===== config.mk =====
export PLATFORM = sky130hd
export DESIGN_NAME = xge_intf
export DESIGN_NICKNAME = d
export VERILOG_FILES = /design/src/rtl/xge_mac_pkg.sv /design/src/rtl/xge_host_pkg.sv /design/src/rtl/mac_tx.sv /design/src/rtl/mac_rx.sv /design/src/rtl/host_decode.sv /design/src/rtl/host_execute.sv /design/src/rtl/host_result.sv /design/src/rtl/xge_intf.sv
export VERILOG_INCLUDE_DIRS = /design/src /design/src/include
export SDC_FILE = /design/constraint.sdc
export NUM_CORES = 1
export LEC_CHECK = 0
export ABC_AREA = 1
export BUFFER_PORTS_ARGS = -buffer_cell sky130_fd_sc_hd__buf_2
export CORE_MARGIN = 2
export CORE_UTILIZATION = 55
export CTS_BUF_LIST = sky130_fd_sc_hd__clkbuf_8
export CTS_CLUSTER_DIAMETER = 100
export DETAILED_ROUTE_END_ITERATION = 16
export HOLD_SLACK_MARGIN = 0.15
export PLACE_DENSITY = 0.85
export SYNTH_ARGS = -nofsm -noshare
export SYNTH_HDL_FRONTEND = slang
export SYNTH_HIERARCHICAL = 1
export SYNTH_SLANG_ARGS = --single-unit

===== constraint.sdc =====
create_clock -name clk156_25 -period 2.1 [get_ports clk156_25]
set_input_delay 0.21 -clock clk156_25 [delete_from_list [all_inputs] [get_ports clk156_25]]
set_output_delay 0.21 -clock clk156_25 [all_outputs]
set_load 0.1 [all_outputs]

===== src/include/xge_defines.svh =====
/* XGE interface constants
   Host register map, config reset value and XGMII control characters */
`ifndef XGE_DEFINES_SVH
`define XGE_DEFINES_SVH

`default_nettype none

// ----------------------------------------
// Host register map (10-bit addresses)
`define XGE_ADDR_CFG          10'h000
`define XGE_ADDR_TX_CNT       10'h004
`define XGE_ADDR_RX_GOOD_CNT  10'h008
`define XGE_ADDR_RX_BAD_CNT   10'h00C

`define XGE_CFG_RESET         2'b11    // Rx enable, tx enable

// ----------------------------------------
// XGMII control and framing characters
`define XGMII_IDLE            8'h07
`define XGMII_START           8'hFB
`define XGMII_TERM            8'hFD
`define XGMII_ERROR           8'hFE
`define XGMII_PREAMBLE        8'h55
`define XGMII_SFD             8'hD5

`default_nettype wire

`endif


===== src/rtl/xge_mac_pkg.sv =====
/* MAC-side types for the XGMII transmit and receive paths */
`include "xge_defines.svh"

`default_nettype none

package xge_mac_pkg;

    // XGMII characters seen on control lanes
    typedef enum logic [7:0] {
        CH_IDLE     = `XGMII_IDLE,
        CH_START    = `XGMII_START,
        CH_TERM     = `XGMII_TERM,
        CH_ERROR    = `XGMII_ERROR,
        CH_PREAMBLE = `XGMII_PREAMBLE,
        CH_SFD      = `XGMII_SFD
    } xgmii_char_t;

    typedef enum logic [1:0] {
        TX_IDLE,    // Waiting for tx_start
        TX_ACK,     // Ack and start word out
        TX_DATA,    // Client words streaming
        TX_GAP      // Forced idle word
    } tx_state_t;

    typedef enum logic {
        RX_IDLE,
        RX_FRAME
    } rx_state_t;

endpackage

`default_nettype wire


===== src/rtl/xge_host_pkg.sv =====
/* Host management types, opcodes and decoded operations */
`default_nettype none

package xge_host_pkg;

    typedef enum logic [1:0] {
        HOST_NOP        = 2'b00,
        HOST_WRITE      = 2'b01,
        HOST_READ       = 2'b10,
        HOST_READ_CLEAR = 2'b11
    } host_opcode_t;

    // One operation per request, clear flag travels beside it
    typedef enum logic [2:0] {
        OP_NONE,
        OP_WR_CFG,
        OP_RD_CFG,
        OP_RD_TX,
        OP_RD_RX_GOOD,
        OP_RD_RX_BAD,
        OP_RD_UNMAPPED
    } host_op_t;

endpackage

`default_nettype wire


===== src/rtl/mac_tx.sv =====
/* Transmit MAC
   Frames client words onto XGMII with start, terminate and error characters */
`default_nettype none

module mac_tx import xge_mac_pkg::*; (
    input  logic        clk156_25,
    input  logic        arst_n,
    input  logic        tx_enable,
    input  logic        tx_start,
    input  logic        tx_underrun,
    input  logic [63:0] tx_data,
    input  logic [7:0]  tx_data_valid,
    output logic        tx_ack,
    output logic [63:0] xgmii_txd,
    output logic [7:0]  xgmii_txc,
    output logic        tx_frame_done
);

    tx_state_t   state;
    logic [63:0] word_d;        // Lane image of the client word
    logic [7:0]  word_c;
    logic [7:0]  prev_valid;    // Valid bit of the lane below
    logic        last_word;

    assign prev_valid = {tx_data_valid[6:0], 1'b1};
    assign last_word  = (tx_data_valid != 8'hFF);

    // ----------------------------------------
    // Lane mapping of the current client word
    always_comb begin
        word_d = '0;
        word_c = '0;
        for (int i = 0; i < 8; i++) begin
            if (tx_underrun) begin
                word_d[8*i +: 8] = CH_ERROR;    // Whole word poisoned
                word_c[i]        = 1'b1;
            end else if (tx_data_valid[i]) begin
                word_d[8*i +: 8] = tx_data[8*i +: 8];
            end else if (prev_valid[i]) begin
                word_d[8*i +: 8] = CH_TERM;     // First empty lane
                word_c[i]        = 1'b1;
            end else begin
                word_d[8*i +: 8] = CH_IDLE;
                word_c[i]        = 1'b1;
            end
        end
    end

    // ----------------------------------------
    // Framing FSM, all outputs registered
    always_ff @(posedge clk156_25 or negedge arst_n) begin
        if (!arst_n) begin
            state         <= TX_IDLE;
            tx_ack        <= 1'b0;
            tx_frame_done <= 1'b0;
            xgmii_txd     <= {8{CH_IDLE}};
            xgmii_txc     <= 8'hFF;
        end else begin
            tx_ack        <= 1'b0;
            tx_frame_done <= 1'b0;
            xgmii_txd     <= {8{CH_IDLE}};  // Idle unless a word is due
            xgmii_txc     <= 8'hFF;
            case (state)
                TX_IDLE: begin
                    if (tx_start && tx_enable) begin
                        state     <= TX_ACK;
                        tx_ack    <= 1'b1;
                        xgmii_txd <= {CH_SFD, {6{CH_PREAMBLE}}, CH_START};
                        xgmii_txc <= 8'h01;     // Only lane 0 is control
                    end
                end
                TX_ACK: begin
                    state <= TX_DATA;   // Idle lead-in, client fetches word 0
                end
                TX_DATA: begin
                    xgmii_txd <= word_d;
                    xgmii_txc <= word_c;
                    if (tx_underrun || last_word) begin
                        state <= TX_GAP;
                    end
                    tx_frame_done <= !tx_underrun && last_word; // Terminate sent
                end
                TX_GAP: begin
                    state <= TX_IDLE;   // One idle word between frames
                end
                default: begin
                    state <= TX_IDLE;
                end
            endcase
        end
    end

endmodule

`default_nettype wire


===== src/rtl/mac_rx.sv =====
/* Receive MAC
   Deframes XGMII words into client words and flags good or bad frames */
`default_nettype none

module mac_rx import xge_mac_pkg::*; (
    input  logic        clk156_25,
    input  logic        arst_n,
    input  logic        rx_enable,
    input  logic [63:0] xgmii_rxd,
    input  logic [7:0]  xgmii_rxc,
    output logic [63:0] rx_data,
    output logic [7:0]  rx_data_valid,
    output logic        rx_good_frame,
    output logic        rx_bad_frame
);

    rx_state_t  state;
    logic [7:0] term_hit;       // Terminate per lane
    logic [7:0] err_hit;        // Error per lane
    logic [2:0] term_lane;      // Lowest terminate lane
    logic [7:0] term_mask;
    logic       sof;

    // ----------------------------------------
    // Control lane scan
    always_comb begin
        term_hit  = '0;
        err_hit   = '0;
        term_lane = 3'd0;
        for (int i = 0; i < 8; i++) begin
            term_hit[i] = xgmii_rxc[i] && (xgmii_rxd[8*i +: 8] == CH_TERM);
            err_hit[i]  = xgmii_rxc[i] && (xgmii_rxd[8*i +: 8] == CH_ERROR);
        end
        for (int i = 7; i >= 0; i--) begin
            if (term_hit[i]) begin
                term_lane = 3'(i);  // Lowest lane wins
            end
        end
    end

    assign term_mask = (8'd1 << term_lane) - 8'd1;     // k low bytes valid
    assign sof       = rx_enable && xgmii_rxc[0] && (xgmii_rxd[7:0] == CH_START);

    always_ff @(posedge clk156_25 or negedge arst_n) begin
        if (!arst_n) begin
            state         <= RX_IDLE;
            rx_data       <= '0;
            rx_data_valid <= '0;
            rx_good_frame <= 1'b0;
            rx_bad_frame  <= 1'b0;
        end else begin
            rx_data       <= xgmii_rxd;     // Payload registered with the judgment
            rx_data_valid <= '0;
            rx_good_frame <= 1'b0;
            rx_bad_frame  <= 1'b0;
            case (state)
                RX_IDLE: begin
                    if (sof) begin
                        state <= RX_FRAME;  // Start word is dropped
                    end
                end
                RX_FRAME: begin
                    if (|err_hit) begin
                        rx_bad_frame <= 1'b1;   // Error beats terminate
                        state        <= RX_IDLE;
                    end else if (|term_hit) begin
                        rx_data_valid <= term_mask;
                        rx_good_frame <= 1'b1;
                        state         <= RX_IDLE;
                    end else begin
                        rx_data_valid <= ~xgmii_rxc;    // Idle filler gives 0
                    end
                end
                default: begin
                    state <= RX_IDLE;
                end
            endcase
        end
    end

endmodule

`default_nettype wire


===== src/rtl/host_decode.sv =====
/* Host decode stage, registers a request and maps opcode and address */
`include "xge_defines.svh"

`default_nettype none

module host_decode import xge_host_pkg::*; (
    input  logic         clk156_25,
    input  logic         arst_n,
    input  logic         host_req,
    input  host_opcode_t host_opcode,
    input  logic [9:0]   host_addr,
    input  logic [31:0]  host_wr_data,
    output logic         dec_valid,
    output host_op_t     dec_op,
    output logic         dec_clear,
    output logic [31:0]  dec_wr_data
);

    host_op_t op_d;
    logic     clear_d;
    logic     is_counter;

    assign is_counter = host_addr inside {`XGE_ADDR_TX_CNT, `XGE_ADDR_RX_GOOD_CNT,
                                          `XGE_ADDR_RX_BAD_CNT};

    always_comb begin
        op_d = OP_NONE;
        case (host_opcode)
            HOST_NOP: begin
                op_d = OP_NONE;
            end
            HOST_WRITE: begin
                if (host_addr == `XGE_ADDR_CFG) begin
                    op_d = OP_WR_CFG;   // Other write targets dropped
                end
            end
            HOST_READ, HOST_READ_CLEAR: begin
                case (host_addr)
                    `XGE_ADDR_CFG:         op_d = OP_RD_CFG;
                    `XGE_ADDR_TX_CNT:      op_d = OP_RD_TX;
                    `XGE_ADDR_RX_GOOD_CNT: op_d = OP_RD_RX_GOOD;
                    `XGE_ADDR_RX_BAD_CNT:  op_d = OP_RD_RX_BAD;
                    default:               op_d = OP_RD_UNMAPPED;
                endcase
            end
            default: begin
                op_d = OP_NONE;
            end
        endcase
        if (!host_req) begin
            op_d = OP_NONE;
        end
    end

    assign clear_d = host_req && (host_opcode == HOST_READ_CLEAR) && is_counter;

    always_ff @(posedge clk156_25 or negedge arst_n) begin
        if (!arst_n) begin
            dec_valid   <= 1'b0;
            dec_op      <= OP_NONE;
            dec_clear   <= 1'b0;
            dec_wr_data <= '0;
        end else begin
            dec_valid   <= host_req;
            dec_op      <= op_d;
            dec_clear   <= clear_d;
            dec_wr_data <= host_wr_data;
        end
    end

endmodule

`default_nettype wire


===== src/rtl/host_execute.sv =====
/* Host execute stage
   Config register and frame counters, updated by each decoded operation */
`include "xge_defines.svh"

`default_nettype none

module host_execute import xge_host_pkg::*; (
    input  logic        clk156_25,
    input  logic        arst_n,
    input  logic        dec_valid,
    input  host_op_t    dec_op,
    input  logic        dec_clear,
    input  logic [31:0] dec_wr_data,
    input  logic        tx_frame_done,
    input  logic        rx_good_frame,
    input  logic        rx_bad_frame,
    output logic        tx_enable,
    output logic        rx_enable,
    output logic        exe_valid,
    output host_op_t    exe_op,
    output logic [31:0] exe_value
);

    logic [1:0]  cfg;           // [0] tx enable, [1] rx enable
    logic [31:0] cnt [3];       // Tx, rx good, rx bad
    logic [2:0]  cnt_evt;
    logic [2:0]  cnt_clr;
    logic [31:0] sel_value;

    assign tx_enable = cfg[0];
    assign rx_enable = cfg[1];

    assign cnt_evt    = {rx_bad_frame, rx_good_frame, tx_frame_done};
    assign cnt_clr[0] = dec_valid && dec_clear && (dec_op == OP_RD_TX);
    assign cnt_clr[1] = dec_valid && dec_clear && (dec_op == OP_RD_RX_GOOD);
    assign cnt_clr[2] = dec_valid && dec_clear && (dec_op == OP_RD_RX_BAD);

    // Addressed value, taken before any clear or write lands
    always_comb begin
        case (dec_op)
            OP_RD_CFG:     sel_value = {30'd0, cfg};
            OP_RD_TX:      sel_value = cnt[0];
            OP_RD_RX_GOOD: sel_value = cnt[1];
            OP_RD_RX_BAD:  sel_value = cnt[2];
            default:       sel_value = '0;
        endcase
    end

    always_ff @(posedge clk156_25 or negedge arst_n) begin
        if (!arst_n) begin
            cfg       <= `XGE_CFG_RESET;
            exe_valid <= 1'b0;
            exe_op    <= OP_NONE;
            exe_value <= '0;
            for (int i = 0; i < 3; i++) begin
                cnt[i] <= '0;
            end
        end else begin
            if (dec_valid && (dec_op == OP_WR_CFG)) begin
                cfg <= dec_wr_data[1:0];
            end
            for (int i = 0; i < 3; i++) begin
                if (cnt_clr[i]) begin
                    cnt[i] <= '0;               // Same-cycle event lost
                end else if (cnt_evt[i]) begin
                    cnt[i] <= cnt[i] + 32'd1;   // Wraps
                end
            end
            exe_valid <= dec_valid;
            exe_op    <= dec_op;
            exe_value <= sel_value;
        end
    end

endmodule

`default_nettype wire


===== src/rtl/host_result.sv =====
/* Host result stage, registers read data with the ready strobe */
`default_nettype none

module host_result import xge_host_pkg::*; (
    input  logic        clk156_25,
    input  logic        arst_n,
    input  logic        exe_valid,
    input  host_op_t    exe_op,
    input  logic [31:0] exe_value,
    output logic        host_rdy,
    output logic [31:0] host_rd_data
);

    logic is_read;

    // Mapped reads only, unmapped reads return zero
    assign is_read = exe_op inside {OP_RD_CFG, OP_RD_TX, OP_RD_RX_GOOD, OP_RD_RX_BAD};

    always_ff @(posedge clk156_25 or negedge arst_n) begin
        if (!arst_n) begin
            host_rdy     <= 1'b0;
            host_rd_data <= '0;
        end else begin
            host_rdy     <= exe_valid;
            host_rd_data <= (exe_valid && is_read) ? exe_value : '0;
        end
    end

endmodule

`default_nettype wire


===== src/rtl/xge_intf.sv =====
/* 10G Ethernet interface top
   Transmit and receive MACs on XGMII plus the three-stage host path */
`default_nettype none

module xge_intf import xge_host_pkg::*; (
    input  logic         clk156_25,
    input  logic         arst_n,

    // MAC tx client
    input  logic         tx_underrun,
    input  logic [63:0]  tx_data,
    input  logic [7:0]   tx_data_valid,
    input  logic         tx_start,
    output logic         tx_ack,

    // MAC rx client
    output logic [63:0]  rx_data,
    output logic [7:0]   rx_data_valid,
    output logic         rx_good_frame,
    output logic         rx_bad_frame,

    // Host management
    input  host_opcode_t host_opcode,
    input  logic [9:0]   host_addr,
    input  logic [31:0]  host_wr_data,
    output logic [31:0]  host_rd_data,
    input  logic         host_req,
    output logic         host_rdy,

    // XGMII
    output logic [63:0]  xgmii_txd,
    output logic [7:0]   xgmii_txc,
    input  logic [63:0]  xgmii_rxd,
    input  logic [7:0]   xgmii_rxc
);

    // ----------------------------------------
    // Local wires
    logic        tx_enable;
    logic        rx_enable;
    logic        tx_frame_done;
    logic        dec_valid;
    host_op_t    dec_op;
    logic        dec_clear;
    logic [31:0] dec_wr_data;
    logic        exe_valid;
    host_op_t    exe_op;
    logic [31:0] exe_value;

    // ----------------------------------------
    // MAC
    mac_tx u_mac_tx (
        .clk156_25(clk156_25),              // I
        .arst_n(arst_n),                    // I
        .tx_enable(tx_enable),              // I from config
        .tx_start(tx_start),                // I
        .tx_underrun(tx_underrun),          // I
        .tx_data(tx_data),                  // I [63:0]
        .tx_data_valid(tx_data_valid),      // I [7:0]
        .tx_ack(tx_ack),                    // O
        .xgmii_txd(xgmii_txd),              // O [63:0]
        .xgmii_txc(xgmii_txc),              // O [7:0]
        .tx_frame_done(tx_frame_done)       // O to tx counter
    );

    mac_rx u_mac_rx (
        .clk156_25(clk156_25),              // I
        .arst_n(arst_n),                    // I
        .rx_enable(rx_enable),              // I from config
        .xgmii_rxd(xgmii_rxd),              // I [63:0]
        .xgmii_rxc(xgmii_rxc),              // I [7:0]
        .rx_data(rx_data),                  // O [63:0]
        .rx_data_valid(rx_data_valid),      // O [7:0]
        .rx_good_frame(rx_good_frame),      // O
        .rx_bad_frame(rx_bad_frame)         // O
    );

    // ----------------------------------------
    // Host path, request to ready in 3 cycles
    host_decode u_host_decode (
        .clk156_25(clk156_25),
        .arst_n(arst_n),
        .host_req(host_req),
        .host_opcode(host_opcode),
        .host_addr(host_addr),
        .host_wr_data(host_wr_data),
        .dec_valid(dec_valid),
        .dec_op(dec_op),
        .dec_clear(dec_clear),
        .dec_wr_data(dec_wr_data)
    );

    host_execute u_host_execute (
        .clk156_25(clk156_25),
        .arst_n(arst_n),
        .dec_valid(dec_valid),
        .dec_op(dec_op),
        .dec_clear(dec_clear),
        .dec_wr_data(dec_wr_data),
        .tx_frame_done(tx_frame_done),      // Frame events in
        .rx_good_frame(rx_good_frame),
        .rx_bad_frame(rx_bad_frame),
        .tx_enable(tx_enable),
        .rx_enable(rx_enable),
        .exe_valid(exe_valid),
        .exe_op(exe_op),
        .exe_value(exe_value)
    );

    host_result u_host_result (
        .clk156_25(clk156_25),
        .arst_n(arst_n),
        .exe_valid(exe_valid),
        .exe_op(exe_op),
        .exe_value(exe_value),
        .host_rdy(host_rdy),
        .host_rd_data(host_rd_data)
    );

endmodule

`default_nettype wire


* After elaboration in Yosys (flattened, before gate mapping)
Cells that the tools add are included.
** Word-level totals
- Register bits after elaboration :: 325
- Bits of input ports :: 193
- RAM bits :: 0
- Memories kept :: 0
- Latch bits :: 0
- Logic and storage cells :: 191
- Output and inout port bits :: 180
- Bits in read-only memories :: 0
** Cells by class
- $lt $le $gt $ge :: 0
- Equality and inequality tests :: 38
- $add $sub $neg :: 4
- Multipliers :: 0
- Bitwise operators :: 2
- Reduce and logical (&&, ||, !) cells :: 42
- Multiplexer cells :: 81
- Div/mod/pow operators :: 0
- Shifts and indexed selects :: 1
** Operators with widths (number)
- 32-bit two-way mux :: 7
- 8-bit two-way mux :: 27
- 8-bit == test, second input constant :: 17
- 32-bit case mux with 4 select lines :: 1
- 64-bit case mux with 2 select lines :: 1
- 32-bit by 1-bit adder with 32-bit output, second input constant :: 3
- 64-bit two-way mux :: 1
- 1-bit logical AND :: 28
- 1-bit two-way mux :: 28
- 3-bit two-way mux :: 9
- 10-bit by 4-bit == test with 1-bit output, second input constant :: 2
- 8-bit case mux with 2 select lines :: 1
- 8-bit OR reduction :: 2
- 3-bit by 2-bit == test with 1-bit output, second input constant :: 4
- 3-bit == test, second input constant :: 4
- 3-bit case mux with 4 select lines :: 1
- 10-bit by 3-bit == test with 1-bit output, second input constant :: 1
- 10-bit logical NOT :: 1
- 3-bit case mux with 3 select lines :: 1
- 2-bit == test, second input constant :: 4
- 8-bit != test, second input constant :: 1
- 8-bit NOT :: 1
- 2-bit case mux with 4 select lines :: 1
- 1-bit by 3-bit << shifter with 8-bit output, first input constant :: 1
- other kinds (15) :: 21

* Depth between registers and ports, before layout
- Depth after elaboration :: 15
- Mapped depth :: 19
- Mapped depth without buffers :: 19

* Hierarchy
The synthesis kept the hierarchy.
** Modules (own cells, without submodules)
- host_execute :: seq. area each 3355.7 µm², times used 1, area each 7354.6 µm², cells an instance 1022
- mac_tx :: seq. area each 1941.9 µm², times used 1, area each 3205.6 µm², cells an instance 369
- mac_rx :: seq. area each 1876.8 µm², times used 1, area each 2650.0 µm², cells an instance 231
- host_result :: seq. area each 825.8 µm², times used 1, area each 1397.6 µm², cells an instance 106
- host_decode :: seq. area each 925.9 µm², times used 1, area each 1022.2 µm², cells an instance 58

* Least setup slack after synthesis
Ideal clock, no wire load.
- Path type :: reg-to-reg
- From :: register u_mac_rx.rx_bad_frame
- To :: register u_host_execute/cnt[29] (netlist name)
- Slack :: 101 ps
- Data required time :: 2029 ps
- Data arrival time :: 1928 ps
- Clock period less this slack :: 1999 ps
- Library setup time :: 71 ps
- Buffers on the path :: 1
- Stages on the path, launching flop included :: 10
- Path through :: dfrtp_1 buf_2 inv_1 nor2_1 nand2_1 nor2_1 nand3_1 nand2_1 inv_1 nor2_1
** On the way
- Cells in the longest elaborated chain, start to end :: 1
** RTL lines
- start: declaration :: RTL line mac_rx.sv:14 : output logic rx_bad_frame
- start signal: assignment :: RTL line mac_rx.sv:50 : rx_bad_frame <= 1'b0;
- start signal: assignment :: RTL line mac_rx.sv:55 : rx_bad_frame <= 1'b0;
- start signal: assignment :: RTL line mac_rx.sv:64 : rx_bad_frame <= 1'b1;
- 2-bit nonzero test (no source line)
- end signal: indexed assignment :: RTL line host_execute.sv:66 : cnt[i] <= cnt[i] + 32'd1;
- end: declaration :: RTL line host_execute.sv:25 : logic [31:0] cnt [3];
No other way between the ends.
A chain may end at the register's enable or synchronous reset.

* Worst setup path in the final report
- From :: register u_mac_tx.state[0]
- To :: register u_mac_tx.xgmii_txd[10]
** On the way
- Cells in the longest elaborated chain, start to end :: 2
- Elaborated cells on any way between the ends :: 3
- Classes of those cells :: 1 x eq/ne; 1 x mux; 1 x reduce/logical
** RTL lines
- start: declaration :: RTL line mac_tx.sv:19 : tx_state_t state;
- start signal: assignment :: RTL line mac_tx.sv:53 : state <= TX_IDLE;
- start signal: assignment :: RTL line mac_tx.sv:66 : state <= TX_ACK;
- start signal: assignment :: RTL line mac_tx.sv:73 : state <= TX_DATA;
- 2-bit == test or 2-bit logical NOT (tied branches) :: RTL line mac_tx.sv:63 : case (state)
- 64-bit case mux with 2 select lines * :: RTL line mac_tx.sv:63
- end signal: assignment :: RTL line mac_tx.sv:61 : xgmii_txd <= {8{CH_IDLE}};
- end signal: assignment :: RTL line mac_tx.sv:68 : xgmii_txd <= {CH_SFD, {6{CH_PREAMBLE}}, CH_START};
- end signal: assignment :: RTL line mac_tx.sv:76 : xgmii_txd <= word_d;
- end: declaration :: RTL line mac_tx.sv:14 : output logic [63:0] xgmii_txd,
Every way passes the cells marked *; elsewhere a longest branch is shown, timed or not.

==> impl_metrics.csv <==
group,metric,value,unit
sta,finalSetupViolations,8,
worst_setup_path,critPathKind,"flip-flop to flip-flop",
logic_synthesis,synth_warnings,6,
sta,final_period_minus_worst_setup_slack,2230,ps
clock_tree,number_of_cts_inserted_buffers,52,
layout,finish.net_count,2560,
run_status,run_status,"complete, but fails checks",
layout,mostFrequentLayoutCells,"sky130_fd_sc_hd__nand2_1, sky130_fd_sc_hd__buf_2, sky130_fd_sc_hd__dfrtp_1, sky130_fd_sc_hd__nor2_1, sky130_fd_sc_hd__dlygate4sd3_1",
place,numPortBuffers,342,
clock_tree,tritoncts,"done",
grt,maximum_number_of_pins_on_one_net_before_global_route_repair,61,
clock_tree,clock_sinks,324,
logic_synthesis,synthesized_instance_count,1755,
layout,drive_above_1_share,26.1,%
drt,routed_wl,57.2,mm
worst_setup_path,critical_path_required,2580,ps
drt,drt-wirelength-per-cell,20.8,um
worst_setup_path,cp_max_fo,8,
power_and_ir_drop,clock_power_share,27.5,%
layout,flow.area_growth_from_synthesis,38.3,%
floorplanning,floorplan.core_area,26700,um^2
layout,final_core_util,76.9,%
layout,regArea,8150,um^2
logic_synthesis,syn-num-nets,1954,
sta,setup_slack,-129,ps
worst_setup_path,critPathLaunchType,"flip-flop",
clock_tree,clkLatencyLatePin,590,ps
floorplanning,ios,373,
floorplanning,fp-row-count,60,
grt,grt_first_pass_wirelength,84.4,mm
grt,grt_overflow_total,0,
sta,rsz_0062_raised_after_global_routing,"true",
power_and_ir_drop,internal_power_contribution,11.7,mW
grt,grt_util_all_layers,38.7,%
drt,dr_total_vias,15802,
power_and_ir_drop,totalPowerFinal,21.4,mW
drt,vias_per_cell,5.75,
sta,slew_margin_rel,52.0,%
worst_setup_path,timing.critical_path.mode_cell,"sky130_fd_sc_hd__inv_1",
clock_tree,maximum_number_of_buffers_from_clock_root_to_sink,3,
power_and_ir_drop,power.density_cell_area,1040,nW/um^2
place,hpwlAfterDp,35.1,mm
drt,ant_nets,0,
worst_setup_path,worst_path_max_delay_cell,"sky130_fd_sc_hd__dlygate4sd3_1",
drt,drc_errors,0,
power_and_ir_drop,power.sequential.fraction,35.4,%
drt,drt-initial-drc-count,2220,
clock_tree,htree_levels,2,
drt,drt_pre_antenna_iters,8,
layout,layout.cells.most_common,"sky130_fd_sc_hd__nand2_1",
worst_setup_path,timing.critical_path.slowest_cell_delay,620,ps
power_and_ir_drop,ir_drop,1330,uV
sta,timing_hold_violations_final,0,
worst_setup_path,chain_of_cells_forming_the_critical_path,"inv_1 -> ha_1 -> inv_1 -> nand2_4 -> nor2_1 -> nand2_1 -> dlygate4sd3_1",
floorplanning,dieArea,28300,um^2
sta,worst_pin_slew,712,ps
power_and_ir_drop,netSwitchingFraction,45.5,%
power_and_ir_drop,combPwrFrac,37.0,%
floorplanning,dieHeight,168,um
grt,number_of_antenna_violations_at_the_first_check_in_global_routing,7,
grt,via_count_of_the_first_global_routing_pass,15620,
worst_hold_path,min-delay-path-class,"primary input to async pin",
worst_setup_path,end_kind,"flip-flop",
clock_tree,clk_transition_reported_paths,70,ps
power_and_ir_drop,static-leakage-power,10.2,nW
sta,timing.fmax,449,MHz
run_status,failed_checks,"negative setup slack",
place,routabilityCongestion,0.949,
layout,filler_cell_count,1670,
clock_tree,clockRootBuffer,"sky130_fd_sc_hd__clkbuf_8",
layout,multi_input_comb_area,5720,um^2
floorplanning,die_x,168,um
floorplanning,initial_core_util,55.6,%
sta,final.setup_skew,35.2,ps
logic_synthesis,syn_area,14900,um^2
sta,final_max_tran_viols,0,
power_and_ir_drop,net-switching-power,9.76,mW
sta,min_period_over_period,106,%
logic_synthesis,syn-mean-instance-area,8.46,um^2
job,drv_cap,0,
worst_setup_path,timing.critical_path.arrival,2710,ps
## state kept, by name (all words and copies together) (netlist names), 3 cells and up
register and cells:
u_host_decode/dec_op 3, u_host_execute/exe_value 32, u_mac_rx/rx_data_valid 8, u_host_result/host_rd_data 32, u_mac_tx/xgmii_txc 8, u_host_execute/cnt 96
u_mac_tx/xgmii_txd 64, u_mac_rx/rx_data 64
## power groups by stage
stage / combinational, mW / clock [mW] / sequential (mW)
floorplan: 1.15 / 0 / 11.8
global placement: 6.92 / 0 / 7.54
detailed placement: 6.99 / 0 / 7.55
CTS: 7.40 / 5.90 / 7.46
global route: 8.07 / 6.20 / 7.61
finish: 7.94 / 5.90 / 7.59
## per-layer routing
| layer | track usage, % | vias to the layer above | routed length, um |
|---|---|---|---|
| met5 | 0 | - | 27 |
| met4 | 22.2 | 4 | 4010 |
| met3 | 9.92 | 344 | 7200 |
| met2 | 61.9 | 1344 | 26000 |
| met1 | 48.0 | 7320 | 20000 |
| li1 | - | 6790 | - |
## worst max-delay path, delay by kind of cell, from the launching register on
kind	cells	cell delay [ps]
buffers and inverters	3	960
AND/OR/NAND/NOR	3	490
flip-flops	1	410
adder cells (fa/ha/maj)	1	270
## area by class of cell
cell class	instances	share of cell area, %
antenna	3	0.0365
clock buffer	70	4.69
clock inverter	25	0.834
inverter	217	3.96
multi-input combinational	1164	27.8
sequential	324	39.7
tap	341	2.08
timing repair buffer	602	20.9
## metrics by stage
step	instances	setup TNS [ps]	cell area (um^2)	worst slack (ps)	hold slack [ps]
after floorplan	1755	0	14900	101	-85.6
after global placement	2423	0	17000	98.8	184
after detailed placement	2423	0	17000	10.7	195
after CTS	2737	0	20300	28.0	167
after global routing	2745	-547	20500	-89.9	221
final	2746	-459	20500	-129	174
## final timing paths
check	from	endpoint	slack, ps	cells after the start
max in group asynchronous	arst_n	u_mac_tx/xgmii_txd[34]$_DFF_PN1_	1210	3
worst max register to register	u_mac_tx/state[0]$_DFFE_PN0P_	u_mac_tx/xgmii_txd[10]$_DFF_PN1_	-130	7
worst min register to register	u_host_execute/exe_value[5]$_DFF_PN0_	u_host_result/host_rd_data[5]$_DFF_PN0_	470	2
worst min-delay path	arst_n	u_mac_rx/rx_data[22]$_DFF_PN0_	170	2
worst max-delay path	u_mac_tx/state[0]$_DFFE_PN0P_	u_mac_tx/xgmii_txd[10]$_DFF_PN1_	-130	7
min in group clk156_25	xgmii_rxd[22]	u_mac_rx/rx_data[22]$_DFF_PN0_	280	2
## timing repair
action,4_1_cts,5_1_grt
buffers inserted,0,6
resized for setup,0,38
setup endpoints to repair,0,13
hold endpoints to repair,448,1
hold buffers,219,1
Note: power is estimated with default switching activity, not from simulation.
